### src/rtl/qtab_pkg.sv
package qtab_pkg;

    // queue groups, packet pages first and descriptor pages after them
    localparam int NB_PKT_QUEUES = 16;
    localparam int NB_DSC_QUEUES = 16;

    // host address layout, one 4 KiB page per queue
    localparam int PCIE_ADDR_W = 18;
    localparam int PAGE_IDX_W  = 5;
    localparam int PAGE_LSB    = 12;
    localparam int REGION_BIT  = PCIE_ADDR_W - 1;

    localparam int TABLE_AW    = 4;
    localparam int TABLE_DEPTH = 2 ** TABLE_AW;

    localparam int WORD_W      = 32;
    localparam int BE_PER_WORD = WORD_W / 8;
    localparam int NB_FIELDS   = 4;
    localparam int FIELD_W     = $clog2(NB_FIELDS);

    localparam int MMIO_DATA_W = 512;
    localparam int MMIO_BE_W   = MMIO_DATA_W / 8;

    // management word map: registers, then one word per table field
    localparam int NB_CONTROL_REGS = 8;
    localparam int CTRL_IDX_W      = $clog2(NB_CONTROL_REGS);
    localparam int MGMT_AW         = 8;
    localparam int MGMT_TABLE_BASE = NB_CONTROL_REGS;
    localparam int MGMT_TABLE_END  =
        MGMT_TABLE_BASE + (NB_PKT_QUEUES + NB_DSC_QUEUES) * NB_FIELDS;

    typedef logic [WORD_W-1:0]      word_t;
    typedef logic [PAGE_IDX_W-1:0]  page_idx_t;
    typedef logic [TABLE_AW-1:0]    table_addr_t;
    typedef logic [NB_FIELDS-1:0]   field_mask_t;
    typedef logic [MMIO_DATA_W-1:0] mmio_data_t;
    typedef logic [MMIO_BE_W-1:0]   mmio_be_t;
    typedef logic [MGMT_AW-1:0]     mgmt_addr_t;

    // tail sits in the lowest word
    typedef word_t [NB_FIELDS-1:0] q_entry_t;

    typedef word_t [NB_CONTROL_REGS-1:0] ctrl_regs_t;

    typedef enum logic [FIELD_W-1:0] {
        tail   = 2'd0,
        head   = 2'd1,
        l_addr = 2'd2,
        h_addr = 2'd3
    } q_field_e;

endpackage

### src/rtl/qtab_req_if.sv
interface qtab_req_if;
    import qtab_pkg::*;

    logic        req;
    logic        is_write;
    page_idx_t   page;
    field_mask_t wr_mask;
    q_entry_t    wr_data;
    // one-cycle pulse, combinational from the arbiter
    logic        grant;

    modport requester (
        output req,
        output is_write,
        output page,
        output wr_mask,
        output wr_data,
        input  grant
    );

    modport arbiter (
        input  req,
        input  is_write,
        input  page,
        input  wr_mask,
        input  wr_data,
        output grant
    );

endinterface

### src/rtl/mgmt_wb_slave.sv
module mgmt_wb_slave (
    input  logic                 pcie_clk,
    input  logic                 pcie_reset_n,
    input  qtab_pkg::mgmt_addr_t wb_adr,
    input  qtab_pkg::word_t      wb_dat_w,
    input  logic                 wb_we,
    input  logic                 wb_cyc,
    input  logic                 wb_stb,
    output qtab_pkg::word_t      wb_dat_r,
    output logic                 wb_ack,
    output qtab_pkg::ctrl_regs_t control_regs,
    qtab_req_if.requester        req,
    input  qtab_pkg::q_entry_t   rd_entry,
    input  logic                 rd_valid
);
    import qtab_pkg::*;

    typedef enum logic [1:0] {
        st_idle,
        st_grant,
        st_data
    } state_e;

    state_e     state;
    logic       access;
    logic       is_reg;
    logic       is_table;
    mgmt_addr_t offset;
    logic       req_q;
    logic       is_write_q;
    page_idx_t  page_q;
    q_field_e   field_q;
    word_t      data_q;

    // ack is still high in the cycle the master drops stb
    assign access   = wb_cyc && wb_stb && !wb_ack;
    assign is_reg   = wb_adr < mgmt_addr_t'(NB_CONTROL_REGS);
    assign is_table = !is_reg && (wb_adr < mgmt_addr_t'(MGMT_TABLE_END));
    assign offset   = wb_adr - mgmt_addr_t'(MGMT_TABLE_BASE);

    always_ff @(posedge pcie_clk) begin
        if (!pcie_reset_n) begin
            state        <= st_idle;
            req_q        <= 1'b0;
            is_write_q   <= 1'b0;
            wb_ack       <= 1'b0;
            control_regs <= '0;
        end else begin
            wb_ack <= 1'b0;
            case (state)
                st_idle: begin
                    if (access && is_table) begin
                        req_q      <= 1'b1;
                        is_write_q <= wb_we;
                        state      <= st_grant;
                    end else if (access) begin
                        if (is_reg && wb_we) begin
                            control_regs[wb_adr[CTRL_IDX_W-1:0]] <= wb_dat_w;
                        end
                        // out of range words are acked here as well
                        wb_ack <= 1'b1;
                    end
                end
                st_grant: begin
                    if (req.grant) begin
                        req_q <= 1'b0;
                        if (is_write_q) begin
                            wb_ack <= 1'b1;
                            state  <= st_idle;
                        end else begin
                            state <= st_data;
                        end
                    end
                end
                st_data: begin
                    if (rd_valid) begin
                        wb_ack <= 1'b1;
                        state  <= st_idle;
                    end
                end
                default: state <= st_idle;
            endcase
        end
    end

    always_ff @(posedge pcie_clk) begin
        if (state == st_idle && access) begin
            page_q  <= offset[FIELD_W +: PAGE_IDX_W];
            field_q <= q_field_e'(offset[FIELD_W-1:0]);
            data_q  <= wb_dat_w;
            wb_dat_r <= is_reg ? control_regs[wb_adr[CTRL_IDX_W-1:0]] : '0;
        end else if (state == st_data && rd_valid) begin
            wb_dat_r <= rd_entry[field_q];
        end
    end

    assign req.req      = req_q;
    assign req.is_write = is_write_q;
    assign req.page     = page_q;
    assign req.wr_data  = {NB_FIELDS{data_q}};

    // only the addressed field is written
    always_comb begin
        req.wr_mask = '0;
        if (is_write_q) begin
            req.wr_mask[field_q] = 1'b1;
        end
    end

endmodule

### src/flat_wrapper.sv
// flat-port wrapper written by rule: the top's interface ports become plain ports
module mgmt_wb_slave_flat import qtab_pkg::*;
  (pcie_clk, pcie_reset_n, wb_adr, wb_dat_w, wb_we, wb_cyc, wb_stb, wb_dat_r, wb_ack, control_regs, rd_entry, rd_valid, req_req, req_is_write, req_page, req_wr_mask, req_wr_data, req_grant);
  qtab_req_if req_i ();
  input  logic pcie_clk;
  input  logic pcie_reset_n;
  input  qtab_pkg::mgmt_addr_t wb_adr;
  input  qtab_pkg::word_t wb_dat_w;
  input  logic wb_we;
  input  logic wb_cyc;
  input  logic wb_stb;
  output qtab_pkg::word_t wb_dat_r;
  output logic wb_ack;
  output qtab_pkg::ctrl_regs_t control_regs;
  input  qtab_pkg::q_entry_t rd_entry;
  input  logic rd_valid;
  output wire logic [$bits(req_i.req)-1:0] req_req;
  output wire logic [$bits(req_i.is_write)-1:0] req_is_write;
  output wire logic [$bits(req_i.page)-1:0] req_page;
  output wire logic [$bits(req_i.wr_mask)-1:0] req_wr_mask;
  output wire logic [$bits(req_i.wr_data)-1:0] req_wr_data;
  input wire logic [$bits(req_i.grant)-1:0] req_grant;
  assign req_req = req_i.req;
  assign req_is_write = req_i.is_write;
  assign req_page = req_i.page;
  assign req_wr_mask = req_i.wr_mask;
  assign req_wr_data = req_i.wr_data;
  assign req_i.grant = req_grant;
  mgmt_wb_slave u_core (.pcie_clk(pcie_clk), .pcie_reset_n(pcie_reset_n), .wb_adr(wb_adr), .wb_dat_w(wb_dat_w), .wb_we(wb_we), .wb_cyc(wb_cyc), .wb_stb(wb_stb), .wb_dat_r(wb_dat_r), .wb_ack(wb_ack), .control_regs(control_regs), .req(req_i), .rd_entry(rd_entry), .rd_valid(rd_valid));
endmodule
### config.mk
export PLATFORM = sky130hd
export DESIGN_NAME = mgmt_wb_slave_flat
export DESIGN_NICKNAME = d
export VERILOG_FILES = /design/src/rtl/qtab_pkg.sv /design/src/rtl/qtab_req_if.sv /design/src/rtl/mgmt_wb_slave.sv /design/src/flat_wrapper.sv
export SDC_FILE = /design/constraint.sdc
export NUM_CORES = 1
export LEC_CHECK = 0
export BUFFER_PORTS_ARGS = -buffer_cell sky130_fd_sc_hd__buf_2
export CELL_PAD_IN_SITES_DETAIL_PLACEMENT = 2
export CELL_PAD_IN_SITES_GLOBAL_PLACEMENT = 2
export CORE_MARGIN = 4
export CORE_UTILIZATION = 30
export DETAILED_ROUTE_END_ITERATION = 8
export MAX_ROUTING_LAYER = met4
export PLACE_DENSITY = 0.8
export SYNTH_ARGS = -nofsm -noshare
export SYNTH_HDL_FRONTEND = slang
export SYNTH_SLANG_ARGS = --single-unit
### constraint.sdc
create_clock -name pcie_clk -period 3.9 [get_ports pcie_clk]
set_input_delay 0.78 -clock pcie_clk [delete_from_list [all_inputs] [get_ports pcie_clk]]
set_output_delay 0.78 -clock pcie_clk [all_outputs]
set_load 0.02 [all_outputs]
== Word-level counts from Yosys, hierarchy flattened ==
Cells that the tools add are included.
Storage, ports and cells
  output and inout bits: 428
  register bits: 332
  logic and storage cells: 74
Cells by class
  multiplexer cells: 27
  bitwise logic cells: 1
  order comparisons: 6
  add/sub/neg operators: 1
  equal/unequal tests: 5
  reduce and logical (&&, ||, !) cells: 18
Operators by type and width (count)
  bitwise mux 256 bit: 1
  two-way mux 32 bit: 6
  binary-select mux 32 bit (select 3 bit): 1
  demux 32 bit (select 3 bit): 1
  binary-select mux 32 bit (select 2 bit): 1
  logical AND 1 bit: 9
  less-than comparator 8 x 4 -> 1 bit, second input constant: 1
  less-than comparator 8 bit, second input constant: 1
  two-way mux 1 bit: 8
  two-way mux 2 bit: 4
  subtractor 7 x 4 -> 7 bit, second input constant: 1
  case mux 2 bit (3 select lines): 1
  AND reduction 3 bit: 2
  less-than comparator 3 x 4 -> 1 bit, second input constant: 1
  two-way mux 4 bit: 1
  inequality test 2 bit, second input constant: 2
  AND reduction 4 bit: 1
  nonzero test 2 bit: 2
  >= comparator 3 x 1 -> 1 bit, second input constant: 1
  less-than comparator 2 x 3 -> 1 bit, second input constant: 1
  case mux 1 bit (3 select lines): 1
  demux 1 bit (select 2 bit): 1
  == test 2 x 1 -> 1 bit, second input constant: 1
  == test 2 bit, second input constant: 1
  7 further kinds: 8

== Longest topological paths before layout ==
Gate-level depths: netlist of run 1.
  depth after elaboration: 6
  gate-level depth with buffers: 7
  mapped depth without buffers: 5

== Least setup slack after synthesis of run 1 ==
No wires, ideal clock.
  kind: input-to-reg
  from: in wb_cyc
  to: reg u_core.wb_dat_r[4], data pin
  slack: 0.381 ns
  cell stages on the path: 7
  data required time: 3.743 ns
  arrival time: 3.361 ns
  library setup time: 0.157 ns
  path through: nand2_1 or4_1 buf_2 inv_1 buf_1 o21ai_0 o21ai_0
On the way
  longest elaborated chain between the ends: 4
RTL lines
  start: declaration: line flat_wrapper.sv:10  | input logic wb_cyc;
  logical AND 1 bit (2 in a row): line mgmt_wb_slave.sv:36  | assign access = wb_cyc && wb_stb && !wb_ack;
  logical AND 1 bit: line mgmt_wb_slave.sv:87  | if (state == st_idle && access) begin
  two-way mux 32 bit: line mgmt_wb_slave.sv:87
  end signal: assignment: line mgmt_wb_slave.sv:91  | wb_dat_r <= is_reg ? control_regs[wb_adr[CTRL_IDX_W-1:0]] : '0;
  end signal: assignment: line mgmt_wb_slave.sv:93  | wb_dat_r <= rd_entry[field_q];
  end: declaration: line mgmt_wb_slave.sv:9  | output qtab_pkg::word_t wb_dat_r,
Every way passes these cells.
A chain may end at the register's enable or synchronous reset.

== Final worst setup path of run 1 ==
  from: in wb_adr[3]
  to: reg u_core.control_regs[203] (netlist name)
On the way
  longest elaborated chain between the ends: 6
  elaborated cells on any way between the ends: 8
  those cells by class: order compare: 2; bitwise: 1; reduce/logical: 5
RTL lines
  start: declaration: line flat_wrapper.sv:7  | input qtab_pkg::mgmt_addr_t wb_adr;
  less-than comparator 8 x 4 -> 1 bit: line mgmt_wb_slave.sv:37  | assign is_reg = wb_adr < mgmt_addr_t'(NB_CONTROL_REGS);
  zero test 1 bit: line mgmt_wb_slave.sv:38  | assign is_table = !is_reg && (wb_adr < mgmt_addr_t'(MGMT_TABLE_END));
  logical AND 1 bit: line mgmt_wb_slave.sv:38
  logical AND 1 bit: line mgmt_wb_slave.sv:52  | if (access && is_table) begin
  inverter 1 bit (no line)
  AND reduction 4 bit (no line) (*)
  end signal: indexed assignment: line mgmt_wb_slave.sv:58  | control_regs[wb_adr[CTRL_IDX_W-1:0]] <= wb_dat_w;
  end: declaration: line mgmt_wb_slave.sv:11  | output qtab_pkg::ctrl_regs_t control_regs,
Mark *: on every way between the ends. The rest lies on a longest branch, timed or not.

==> metrics, run 1 <==
run status=finished clean; Post-Syn Nets=between 1500 and 2000; CP Cell Sequence=buf_2 > or4_4 > or2_2 > nor4_4 > buf_4 > mux2i_1; Cell Pwr Density=416 mW/mm²; met2 demand-to-capacity share in global routing=0.461; Bufs and invs on worst path=2; Worst VDD drop=just over 0.3 mV; post-route setup TNS=0 ns; Wirelength per Cell=between 20 and 30 µm; # port buffers=602; fin crit period=approximately 2.9 ns; first-pass GRT wire length=109000 µm; effective utilization at floorplan=0.304; drc violations=0; top cells by count, synth=332 x sky130_fd_sc_hd__nand2_1, 288 x sky130_fd_sc_hd__mux2i_1, 261 x sky130_fd_sc_hd__dfxtp_1, 102 x sky130_fd_sc_hd__buf_4, 71 x sky130_fd_sc_hd__edfxtp_1; met3 Use GR=0.0536; height of the chip=between 200 and 250 µm; cell area after synthesis=0.0157 mm²; weighted congestion at the end of routability-driven global placement=0.832; Worst setup SP type=input port; Area Growth Syn to Fin=27.8%; clk slew on worst S/H paths=about 0.060 ns; Hold Buf Count CTS=0; total via count after detailed routing=13700; TritonCTS clock tree=built; number of warnings issued by yosys=0; Setup CP Type=in -> reg; switching power=2.19 mW; CTS buffer count=41; maximum number of pins on one net before global-route repair=66; via count of the first global-routing pass=15300; number of max-slew violations in the final report=0; Slew headroom=0.331; Total Die Area=between 0.05 and 0.06 mm²; global routing usage on met1=0.316; CTS Root Buffer Type=sky130_fd_sc_hd__clkbuf_16; maximum number of buffers from clock root to sink=3; largest clock skew in the final design=~0.021 ns; Max Cap Violations=0; most repeated cell in the gate-level netlist after synthesis=sky130_fd_sc_hd__nand2_1; category of the worst setup path capture point=register; Critical Path Max Stage Delay=~0.66 ns; Min-Delay Path Class=in -> reg; total routing resource utilization after global routing=0.269; RSZ-0062 raised after global routing=false; leakage power=between 8 and 9 nW; hold violation count in the final report=0; half-perimeter wire length after placement=roughly 54000 µm; Worst Tran Pin Value=about 1 ns; count of distinct cell types in the synthesized netlist=between 40 and 50; Horiz. Die Dim=237 µm; Max Fanout on Critical Path=21; grt ovf=0; final count of negative-setup-slack endpoints=0; number of gates resized after CTS=0; global route hottest layer=met2; Cells after Synth=~1400; total design power=~8.3 mW; FP Rows=83; count of flip-flops with a built-in enable after synthesis=roughly 70; total wire length after detailed routing=76900 µm; number of filler cells placed in the layout=between 5000 and 6000; FF+latch count, synth=between 300 and 400; Gate power share=0.103; top cell family by delay on the critical path=simple AND/OR/NAND/NOR gates; total number of H-tree levels=2; placed cell areas=0.0187 mm²; antenna violation net count after detailed routing=0; synthesized area per cell=about 11 µm²; fin nets=between 2000 and 2500; largest area contributor in the synthesized netlist=sky130_fd_sc_hd__dfxtp_1; initial antenna violation count=8; later-pin clock latency in the skew report=~0.56 ns; ratio of cells with drive above 1 in the final layout=0.411; predominant post-synthesis flop cell=sky130_fd_sc_hd__dfxtp_1; synth top area cells=sky130_fd_sc_hd__dfxtp_1 33%, sky130_fd_sc_hd__mux2i_1 18%, sky130_fd_sc_hd__edfxtp_1 14%; internal power=between 6 and 7 mW; Worst Path Arrival=3.36 ns; Finished Core Util=0.389; final hold slack=around 0.4 ns; slowest cell on the critical path=sky130_fd_sc_hd__or2_2; placeable core area=between 0.05 and 0.06 mm²; Clock Power Share=0.465; Crit path required time=4.37 ns; post-route clock period utilization=0.743; sequential fraction of the synthesis area=0.469; part of the total power dissipated in sequential elements=0.432; buffers inserted by post-CTS timing repair=0; post-route cell area=between 0.02 and 0.025 mm²; first-pass iteration count of the detailed router=5; top-level port count=603; fraction of synthesis flops using an asynchronous set or reset pin=0; clk sinks=~330; peak clock frequency supported by timing=between 300 and 400 MHz; top cell type's share of synthesized area=0.333; fraction of power spent switching nets=0.263; routed vias/inst=roughly 5.2; number of DRC violations after detailed-routing iteration 0=800
==> state kept, by name, summed over array words and instances (netlist names) <==
register / cells
u_core.wb_ack: 1
u_core.control_regs: 256
u_core.req.req: 1
u_core.data_q: 32
u_core.req.page: 5
u_core.field_q: 2
u_core.req.is_write: 1
u_core.state: 2
u_core.wb_dat_r: 32
==> layer usage <==
layer | up-vias | share of wire
met5 | - | 0
met4 | 0 | 0.036
met2 | 514 | 0.50
li1 | 6014 | -
met1 | 7077 | 0.41
met3 | 142 | 0.058
==> kinds of logic after synthesis <==
kind of cell    count (synthesis)  synth area share
flops                         332             0.469
simple gates                  381             0.106
xor+xnor                        2           0.00112
compound gates                147            0.0678
buf+inv                       212            0.0855
fa+ha+maj                       1          0.000798
mux                           362             0.269
==> path summary, 6_finish.rpt <==
path	from	to	slack, ns	cells after the start
worst min-delay path	wb_dat_w[13]	u_core.data_q[13]$_DFFE_PP_	0.40	1
worst min register to register	u_core.control_regs[236]$_SDFFE_PN0P_	u_core.control_regs[236]$_SDFFE_PN0P_	0.48	2
worst max-delay path	wb_adr[3]	u_core.control_regs[203]$_SDFFE_PN0P_	1.00	6
worst max register to register	u_core.state[0]$_SDFFE_PN0P_	u_core.control_regs[203]$_SDFFE_PN0P_	1.39	4
==> through the flow <==
step,cells,setup slack [ns]
finish,2639,1.00
global route,2639,0.974
CTS,2633,1.02
detailed placement,2560,0.449
global placement,2560,0.569
floorplan,1437,0.381
==> power by group through the flow <==
stage,logic [mW],registers (mW),clock network (mW)
2_1_floorplan,0.455,3.72,0
3_3_place_gp,0.837,3.67,0
3_5_place_dp,0.857,3.67,0
4_1_cts,0.864,3.60,3.94
5_1_grt,0.906,3.60,4.09
6_report,0.859,3.60,3.88
==> cell type report <==
class | count | area, µm² | share of cell area
antenna | 6 | 15.0 | 0.000749
clock buffer | 56 | 1130 | 0.0565
inverter | 8 | 31.3 | 0.00156
timing repair buffer | 647 | 3450 | 0.172
sequential | 332 | 7360 | 0.367
multi-input combinational | 893 | 7000 | 0.349
tap | 680 | 851 | 0.0425
clock inverter | 17 | 191 | 0.00956
==> worst reg2reg max path, cell delays in order, from the launching register on <==
cell and delay, ns:
sky130_fd_sc_hd__dfxtp_1 0.35, sky130_fd_sc_hd__or4_4 0.84, sky130_fd_sc_hd__nor4_4 0.41, sky130_fd_sc_hd__buf_4 0.50, sky130_fd_sc_hd__mux2i_1 0.32
==> placed cells by master, fill, tap and decap left out, types with 9 or more instances in the layout <==
master,count
sky130_fd_sc_hd__nand2_1,330
sky130_fd_sc_hd__o22ai_1,26
sky130_fd_sc_hd__a211oi_1,9
sky130_fd_sc_hd__edfxtp_1,71
sky130_fd_sc_hd__clkinv_2,11
sky130_fd_sc_hd__o21ai_0,27
sky130_fd_sc_hd__dfxtp_1,261
sky130_fd_sc_hd__buf_4,41
sky130_fd_sc_hd__clkbuf_16,41
sky130_fd_sc_hd__o22a_1,10
sky130_fd_sc_hd__mux4_2,45
sky130_fd_sc_hd__mux2_2,29
sky130_fd_sc_hd__mux2i_1,288
sky130_fd_sc_hd__clkbuf_1,10
sky130_fd_sc_hd__o221ai_1,18
sky130_fd_sc_hd__buf_2,598
Power figures use the tool's default switching activity.
==> inputs of run 2 (changes only) <==
==> constraint.sdc (replaced) <==
create_clock -name pcie_clk -period 2.75 [get_ports pcie_clk]
set_input_delay 0.55 -clock pcie_clk [delete_from_list [all_inputs] [get_ports pcie_clk]]
set_output_delay 0.55 -clock pcie_clk [all_outputs]
set_load 0.02 [all_outputs]
==> run 2 against run 1 <==
Sequential power increased by 42%; combinational power increased by 48%; core utilization increased by 0.74 points; via count increased by 1.1%; clock skew decreased by 0.012 ns; total power increased by 38%; worst setup slack got worse by 0.62 ns; wire length increased by 0.71%; clock-buffer cell count increased by 6; non-clock buffer count increased by 34; first-iteration DRC count increased by 3.1%; die area unchanged; critical path type is now reg -> reg; critical endpoint is now u_core.control_regs[25]$_SDFFE_PN0P_; largest cell class unchanged.
==> metrics, run 2 (synthesis gave the netlist of run 1 again) <==
effective utilization at floorplan=0.304 (unchanged); Crit path required time=3.21 ns (-1.16 ns); Worst Tran Pin Value=0.594 ns (-0.409 ns); flip-flop count of the largest register after layout=256 (unchanged); critical hold path startpoint=wb_dat_w[13]; cell count of the worst hold path=1 (unchanged); antenna violation net count after detailed routing=0 (unchanged); number of gates resized after CTS=0 (unchanged); post-route setup TNS=0 ns (unchanged); number of DRC violations after detailed-routing iteration 0=825 (+3.1%); final count of negative-setup-slack endpoints=0 (unchanged); leakage power=8.59 nW (+2.0%); later-pin clock latency in the skew report=0.56 ns (about the same); Critical R2R Launch=u_core.state[0]$_SDFFE_PN0P_; Setup CP Type=reg -> reg; Area Growth Syn to Fin=30.2%; largest register by flop count=u_core.control_regs; WHS Endpoint=u_core.data_q[13]$_DFFE_PP_; clk sinks=332 (unchanged); largest registers ranked by flip-flop count=u_core.control_regs x256, u_core.data_q x32, u_core.wb_dat_r x32; buffers inserted by post-CTS timing repair=0 (unchanged); via count of the first global-routing pass=15600 (+2.0%); total number of H-tree levels=2 (unchanged); Max Cap Violations=0 (unchanged); routed vias/inst=5.21 (about the same); total via count after detailed routing=13900 (+1.1%); placeable core area=0.0515 mm² (unchanged); path depth of the worst reg2reg path=4 (unchanged); initial antenna violation count=6 (-2); worst path setup slack after routing=0.383 ns (-0.621 ns); Worst setup SP type=register; grt ovf=0 (unchanged); hold violation count in the final report=0 (unchanged); Worst Path Arrival=2.83 ns (-0.53 ns); category of the worst setup path capture point=register; Cell Pwr Density=565 mW/mm² (+36%); CTS buffer count=40 (-2.4%); Hold Buf Count CTS=0 (unchanged); number of max-slew violations in the final report=0 (unchanged); RSZ-0062 raised after global routing=false; first-pass GRT wire length=111000 µm (+1.7%); fin nets=2132 (+1.6%); total design power=11.5 mW (+38%); count of placed standard cells in the final layout, fillers left out=2669 (+1.1%); Horiz. Die Dim=237 µm (unchanged); first-pass iteration count of the detailed router=4 (-1); height of the chip=237 µm (unchanged); CTS Root Buffer Type=sky130_fd_sc_hd__clkbuf_16; RR Endpoint=u_core.control_regs[25]$_SDFFE_PN0P_; peak clock frequency supported by timing=422 MHz; post-route clock period utilization=0.861; drc violations=0 (unchanged); Min-Delay Path Class=in -> reg; Placed Instances=2594 (+1.3%); fin crit period=around 2.4 ns; worst-case setup slack after placement=0.00203 ns (-0.447 ns); most common cell after layout, fill and taps aside=sky130_fd_sc_hd__buf_2; internal reg-to-reg setup slack=0.38 ns (-1.01 ns); largest clock skew in the final design=0.00902 ns (-0.0125 ns); total wire length after detailed routing=77400 µm (+0.71%); half-perimeter wire length after placement=56800 µm (+5.2%); maximum number of buffers from clock root to sink=3 (unchanged); ratio of cells with drive above 1 in the final layout=0.418 (+0.00778); Slew headroom=0.604 (+0.273); Worst VDD drop=0.365 mV (+20%); critical path launch point=u_core.state[0]$_SDFFE_PN0P_; top-level port count=603 (unchanged); Max Fanout on Critical Path=24 (+14%); total routing resource utilization after global routing=0.272 (+0.00281); run status=finished clean; clk slew on worst S/H paths=0.06 ns (about the same); Total Die Area=0.0560 mm² (unchanged); TritonCTS clock tree=built; Wirelength per Cell=29.0 µm (-0.42%); weighted congestion at the end of routability-driven global placement=0.842 (+1.2%); most used cells in the layout excluding fill and tap cells=598 x sky130_fd_sc_hd__buf_2, 330 x sky130_fd_sc_hd__nand2_1, 288 x sky130_fd_sc_hd__mux2i_1, 261 x sky130_fd_sc_hd__dfxtp_1, 71 x sky130_fd_sc_hd__edfxtp_1; maximum number of pins on one net before global-route repair=52 (-21%); FP Rows=83 (unchanged); number of filler cells placed in the layout=5581 (+0.76%); # port buffers=602 (unchanged)
==> run 2: cell types whose count changed in the layout (fill, tap and decap cells not counted), sizes merged <==
cell / previous run / this run
bufinv: 4 / 0
clkinv: 12 / 10
diode: 6 / 3
buf: 646 / 681
inv: 9 / 7
clkinvlp: 0 / 1
clkbuf: 57 / 62
==> run 2: cell type report <==
cell class | instances | area (µm²) | area share
well taps | 680 | 851 | 0.0417
clock buffers | 62 | 1190 | 0.0581
diodes | 3 | 7.51 | 0.000368
inverters | 8 | 31.3 | 0.00153
clock inverters | 10 | 55.1 | 0.00270
repair buffers | 681 | 3920 | 0.192
multi-input cells | 893 | 7000 | 0.343
flip-flops and latches | 332 | 7360 | 0.360
==> run 2: worst max-delay path, stage by stage (launching register included) <==
cell	delay [ns]
sky130_fd_sc_hd__dfxtp_1	0.36
sky130_fd_sc_hd__or4_4	0.82
sky130_fd_sc_hd__nor4_4	0.50
sky130_fd_sc_hd__buf_12	0.28
sky130_fd_sc_hd__mux2i_1	0.27
==> run 2: layer usage <==
layer / GRT usage / vias to the layer above / routed length [µm]
met5: - / - / 0
met4: 0.0644 / 0 / 1760
met3: 0.0556 / 101 / 4530
met2: 0.469 / 509 / 39000
met1: 0.328 / 7211 / 32200
li1: - / 6079 / -
==> run 2: power by group <==
group / leakage, nW / switching (mW) / total, mW / internal [mW]
Clock: 0.610 / 2.20 / 5.17 / 2.97
Sequential: 2.77 / 0.0379 / 5.10 / 5.06
Combinational: 5.21 / 0.831 / 1.27 / 0.438
Total: 8.59 / 3.07 / 11.5 / 8.47
==> run 2: worst max-delay path by stage <==
stage	cells past startpoint	to	slack, ns
after floorplan	7	u_core.wb_dat_r[4]$_DFFE_PP_	0.06
after global placement	7	u_core.control_regs[117]$_SDFFE_PN0P_	0.08
after detailed placement	7	u_core.control_regs[166]$_SDFFE_PN0P_	0.002
after CTS	4	u_core.control_regs[25]$_SDFFE_PN0P_	0.38
after global routing	4	u_core.control_regs[25]$_SDFFE_PN0P_	0.31
final	4	u_core.control_regs[25]$_SDFFE_PN0P_	0.38
==> run 2: per-stage QoR <==
step                hold WS (ns)   util  area [µm²]
floorplan                  0.487      -       15700
finish                     0.179  0.396       20400
global route               0.163  0.396       20400
CTS                        0.150  0.396       20400
detailed placement         0.468  0.372       19200
global placement           0.451  0.372       19200
